==> config.mk <==
export PLATFORM = sky130hd
export DESIGN_NAME = inst_decoder
export DESIGN_NICKNAME = d
export VERILOG_FILES = /design/src/source/core_pkg.sv /design/src/source/inst_decoder.sv
export SDC_FILE = /design/constraint.sdc
export NUM_CORES = 1
export LEC_CHECK = 0
export BUFFER_PORTS_ARGS = -buffer_cell sky130_fd_sc_hd__clkbuf_2
export CAP_MARGIN = 40
export CELL_PAD_IN_SITES_DETAIL_PLACEMENT = 1
export CELL_PAD_IN_SITES_GLOBAL_PLACEMENT = 1
export CORE_AREA = 2 2 196 198
export DETAILED_ROUTE_END_ITERATION = 7
export DIE_AREA = 0 0 198 200
export PLACE_DENSITY = 0.58
export SYNTH_ARGS = -nofsm -noshare
export SYNTH_HDL_FRONTEND = slang
export SYNTH_SLANG_ARGS = --single-unit
export TNS_END_PERCENT = 5
==> constraint.sdc <==
create_clock -name vclk -period 7.7
set_input_delay 1.155 -clock vclk [all_inputs]
set_output_delay 1.155 -clock vclk [all_outputs]
set_load 0.01 [all_outputs]
==> src/source/core_pkg.sv <==
package core_pkg;

    localparam int XLEN = 64;
    localparam int PC_STEP = 4;          // fixed 32-bit instructions

    typedef logic [XLEN-1:0] xlen_t;
    typedef logic [4:0]      reg_addr_t;

    // major opcodes kept in this slice
    typedef enum logic [6:0] {
        opc_lui    = 7'b0110111,
        opc_auipc  = 7'b0010111,
        opc_jal    = 7'b1101111,
        opc_jalr   = 7'b1100111,
        opc_branch = 7'b1100011,
        opc_op_imm = 7'b0010011,
        opc_op     = 7'b0110011
    } opcode_e;

    typedef enum logic [3:0] {
        alu_add,
        alu_sub,
        alu_sll,
        alu_slt,
        alu_sltu,
        alu_xor,
        alu_srl,
        alu_sra,
        alu_or,
        alu_and,
        alu_pass_b                       // lui
    } alu_op_e;

    typedef enum logic [2:0] {
        br_none,
        br_eq,
        br_ne,
        br_lt,
        br_ge,
        br_ltu,
        br_geu
    } br_op_e;

    typedef enum logic {opa_rs1, opa_pc}  opa_sel_e;
    typedef enum logic {opb_rs2, opb_imm} opb_sel_e;

    typedef struct packed {
        logic        valid;
        xlen_t       pc;
        logic [31:0] instr;
    } fetch_pkt_t;

    // all zero is a bubble
    typedef struct packed {
        logic      valid;
        xlen_t     pc;
        xlen_t     imm;
        xlen_t     rs1_val;
        xlen_t     rs2_val;
        reg_addr_t rd;
        logic      wen;
        alu_op_e   alu_op;
        opa_sel_e  opa_sel;
        opb_sel_e  opb_sel;
        br_op_e    br_op;
        logic      jal;
        logic      jalr;
    } id_ex_pkt_t;

    typedef struct packed {
        logic      valid;
        reg_addr_t rd;
        logic      wen;
        xlen_t     value;
    } ex_result_t;

endpackage

==> src/source/inst_decoder.sv <==
module inst_decoder import core_pkg::*; (
    input  fetch_pkt_t fetch_i,
    input  xlen_t      rs1_val_i,
    input  xlen_t      rs2_val_i,
    output reg_addr_t  rs1_addr_o,
    output reg_addr_t  rs2_addr_o,
    output id_ex_pkt_t pkt_o
);

    logic [31:0] instr;
    logic [6:0]  opcode;
    logic [2:0]  funct3;
    logic [6:0]  funct7;
    reg_addr_t   rd;
    xlen_t       imm_i;
    xlen_t       imm_b;
    xlen_t       imm_u;
    xlen_t       imm_j;
    id_ex_pkt_t  pkt;
    logic        known;

    assign instr  = fetch_i.instr;
    assign opcode = instr[6:0];
    assign funct3 = instr[14:12];
    assign funct7 = instr[31:25];
    assign rd     = instr[11:7];

    assign rs1_addr_o = instr[19:15];
    assign rs2_addr_o = instr[24:20];

    assign imm_i = {{52{instr[31]}}, instr[31:20]};
    assign imm_b = {{51{instr[31]}}, instr[31], instr[7], instr[30:25], instr[11:8], 1'b0};
    assign imm_u = {{32{instr[31]}}, instr[31:12], 12'b0};
    assign imm_j = {{43{instr[31]}}, instr[31], instr[19:12], instr[20], instr[30:21], 1'b0};

    // shared by op and op-imm, alt picks sub/sra
    function automatic alu_op_e alu_sel(input logic [2:0] f3, input logic alt);
        alu_op_e op;
        case (f3)
            3'b000: begin
                if (alt) op = alu_sub;
                else     op = alu_add;
            end
            3'b001: op = alu_sll;
            3'b010: op = alu_slt;
            3'b011: op = alu_sltu;
            3'b100: op = alu_xor;
            3'b101: begin
                if (alt) op = alu_sra;
                else     op = alu_srl;
            end
            3'b110: op = alu_or;
            default: op = alu_and;
        endcase
        return op;
    endfunction

    always_comb begin
        pkt         = '0;
        known       = 1'b1;
        pkt.valid   = 1'b1;
        pkt.pc      = fetch_i.pc;
        pkt.rs1_val = rs1_val_i;
        pkt.rs2_val = rs2_val_i;
        pkt.rd      = rd;
        case (opcode)
            opc_op: begin
                pkt.alu_op = alu_sel(funct3, funct7[5]);
                pkt.wen    = 1'b1;
                if (funct7 != 7'b0000000 &&
                    !(funct7 == 7'b0100000 && (funct3 == 3'b000 || funct3 == 3'b101))) begin
                    known = 1'b0;                    // mul/div and friends
                end
            end
            opc_op_imm: begin
                pkt.alu_op  = alu_sel(funct3, (funct3 == 3'b101) && instr[30]);
                pkt.opb_sel = opb_imm;
                pkt.imm     = imm_i;
                pkt.wen     = 1'b1;
                if (funct3 == 3'b001 && instr[31:26] != 6'b000000) begin
                    known = 1'b0;
                end
                if (funct3 == 3'b101 && (instr[31:26] & 6'b101111) != 6'b000000) begin
                    known = 1'b0;
                end
            end
            opc_lui: begin
                pkt.alu_op  = alu_pass_b;
                pkt.opb_sel = opb_imm;
                pkt.imm     = imm_u;
                pkt.wen     = 1'b1;
            end
            opc_auipc: begin
                pkt.alu_op  = alu_add;
                pkt.opa_sel = opa_pc;
                pkt.opb_sel = opb_imm;
                pkt.imm     = imm_u;
                pkt.wen     = 1'b1;
            end
            opc_jal: begin
                pkt.jal = 1'b1;
                pkt.imm = imm_j;
                pkt.wen = 1'b1;
            end
            opc_jalr: begin
                pkt.jalr = 1'b1;
                pkt.imm  = imm_i;
                pkt.wen  = 1'b1;
                known    = (funct3 == 3'b000);
            end
            opc_branch: begin
                pkt.imm = imm_b;
                case (funct3)
                    3'b000:  pkt.br_op = br_eq;
                    3'b001:  pkt.br_op = br_ne;
                    3'b100:  pkt.br_op = br_lt;
                    3'b101:  pkt.br_op = br_ge;
                    3'b110:  pkt.br_op = br_ltu;
                    3'b111:  pkt.br_op = br_geu;
                    default: known = 1'b0;
                endcase
            end
            default: known = 1'b0;
        endcase
        pkt.wen = pkt.wen && (rd != 5'd0);           // x0 never written
    end

    assign pkt_o = (fetch_i.valid && known) ? pkt : '0;

endmodule

==> summary.txt <==
Timing
  • Final Max Slew Viols: 0
  • WHS: 2.51 ns
  • Worst Max-Slew Pin Slew: 0.836 ns
  • Setup ws final: 2.54 ns
  • Final number of setup-violating endpoints: 0
  • Top achievable clock speed: 194 MHz
  • RSZ-0062 raised after global routing: no
  • Final number of hold-violating endpoints: 0
  • Post-route setup TNS: 0 ns
  • Tmin final: 5.16 ns
  • Slew HR: 0.443
  • Post-route clock period utilization: 0.670

Worst setup path
  • Slowest stage cell, crit path: buf_4
  • CP Data Required Time: 6.55 ns
  • Crit path cell chain: clkbuf_2 -> or2_4 -> nor4_4 -> o21ai_2 -> nand3_4 -> buf_4 -> and3_1 -> clkbuf_2
  • Max FO, Critical Path: 77
  • Top delay family on crit path: simple AND/OR/NAND/NOR gates
  • Top cell by count, worst path: clkbuf_2
  • Worst setup SP type: input port
  • Worst setup EP type: primary output
  • CP peak stage delay: 0.62 ns
  • Kind of critical path: in2out
  • Worst EP arrival: 4.00 ns
  • Critical path buffers and inverters: 3

Yosys
  • Mapped Area: 2740 um^2
  • Syn nets: 664
  • Post-Syn Instances: 439
  • Area share of the largest cell type after synthesis: 0.455
  • Area contributors post-synth: and3_1 (45%), buf_4 (12%), buf_6 (7.8%), clkbuf_1 (4.8%), nor2_1 (4.7%)
  • Seq/Total Area, Yosys: 0
  • Cell variety after synth: 42
  • Cell accounting for the most synthesized area: and3_1
  • Yosys warnings: 0
  • Avg Cell Area, Syn: 6.23 um^2

Global routing
  • Largest net degree at the start of global routing: 121
  • First-pass GRT wire length: 31,800 um
  • Total track usage: 0.107
  • Grt total ovfl: 0
  • Vias in the first global route: 4,519
  • Initial antenna violation count: 7

Placement
  • Inst Count DP: 1,365
  • Port Buf Inserts: 509
  • RD Place Congestion: 0.838
  • Detailed placement HPWL: 20,900 um
  • Setup WS pre-CTS: 2.39 ns

Hold path
  • Hold crit path type: in2out
  • Hold path depth: 2
  • Hold EP: rs1_addr_o[0]
  • Hold Crit Start: fetch_i[15]

Routing
  • Via density: 3.64
  • WL/cell: 17.4 um
  • Vias: 4,987
  • TritonRoute pass-1 iters: 4
  • DRC Markers: 0
  • Detail Route Antenna Nets: 0
  • WL final: 23,900 um
  • Iteration-0 DRC Markers: 219

Finish
  • FF+latch count: 0
  • Layout cells sized above 1: 0.615
  • Reg area: 0 um^2
  • Layout Cells excl Fill: 1,370
  • Most frequent cells in the layout: clkbuf_2 (508), and3_1 (199), nor2_1 (34)
  • CLK BUF: 0
  • Multi-input gate area: 2040 um^2
  • Layout fillers: 4,757
  • Final net count: 1,082
  • Commonest non-fill, non-tap cell in the layout: clkbuf_2
  • Layout area overhead: 93.7%

CTS
  • Post-cts sizing count: 0
  • Postcts setup bufs: 0
  • Hold buffers post-CTS: 0

Power
  • Clock power share: 0
  • Pint: 0.0596 mW
  • P_sw: 0.0744 mW
  • Reg power frac: 0
  • Combinational Power Share: 1.000
  • Leak: 3.68 nW
  • Peak supply drop: 12.6 uV
  • Sw frac: 0.555
  • PD cells: 25.3 nW/um^2

Die
  • Die extent in x: 198 um
  • Placeable Area: 37,400 um^2
  • Die area: 39,600 um^2
  • Initial Util: 0.0732
  • Number of core rows: 71
  • Die height: 200 um
  • IO Pins: 509

Run
  • MaxCap Viol Count: 0

Run status
  • Outcome: complete, no violations
-- final cells by class --
type | instances | area share
repair buffers | 515 | 0.490
multi-input cells | 336 | 0.385
well taps | 511 | 0.121
inverters | 4 | 0.00283
diodes | 4 | 0.00189
-- through the flow --
stage | cell area [um^2] | power, mW | utilization
after floorplan | 2740 | 0.0542 | -
after global placement | 5280 | 0.134 | 0.141
after detailed placement | 5280 | 0.135 | 0.141
after CTS | 5280 | 0.135 | 0.141
after global routing | 5300 | 0.146 | 0.142
final | 5300 | 0.134 | 0.142
-- synth_stat cells, types with 5 or more instances --
master and n:
and3_1 199, buf_4 42, clkbuf_1 35, nor2_1 34
a21oi_1 21, buf_6 19, nand2_1 19, nand3_1 8
a22oi_1 6, nor3_1 5, o21ai_0 5
-- kinds of logic after synthesis --
kind of cell	synth area share
AO/OA/AOI/OAI	0.116
XOR/XNOR	0.00320
buffers and inverters	0.256
AND/OR/NAND/NOR	0.625
-- per-layer routing --
metal,vias to the layer above,track usage,routed length [um]
met5,-,0,26
met1,2320,0.137,9740
met3,22,0.0163,1860
li1,2360,-,-
met2,281,0.187,11600
met4,4,0.0295,711
-- power by group through the flow --
stage | clock, mW | combinational, mW | sequential, mW
finish | 0.0000000698 | 0.134 | 0
global route | 0.0000000522 | 0.146 | 0
CTS | 0 | 0.135 | 0
detailed placement | 0 | 0.135 | 0
global placement | 0 | 0.134 | 0
floorplan | 0 | 0.0542 | 0
-- worst max-delay path by stage --
stage                     startpoint         end  cells after the start
final                     fetch_i[2]   pkt_o[22]                      8
after floorplan           fetch_i[3]  pkt_o[177]                      7
after global routing      fetch_i[2]   pkt_o[22]                      8
after detailed placement  fetch_i[5]   pkt_o[22]                      8
after CTS                 fetch_i[5]   pkt_o[22]                      8
after global placement    fetch_i[5]  pkt_o[247]                      8
(Power assumes the default switching activity.)
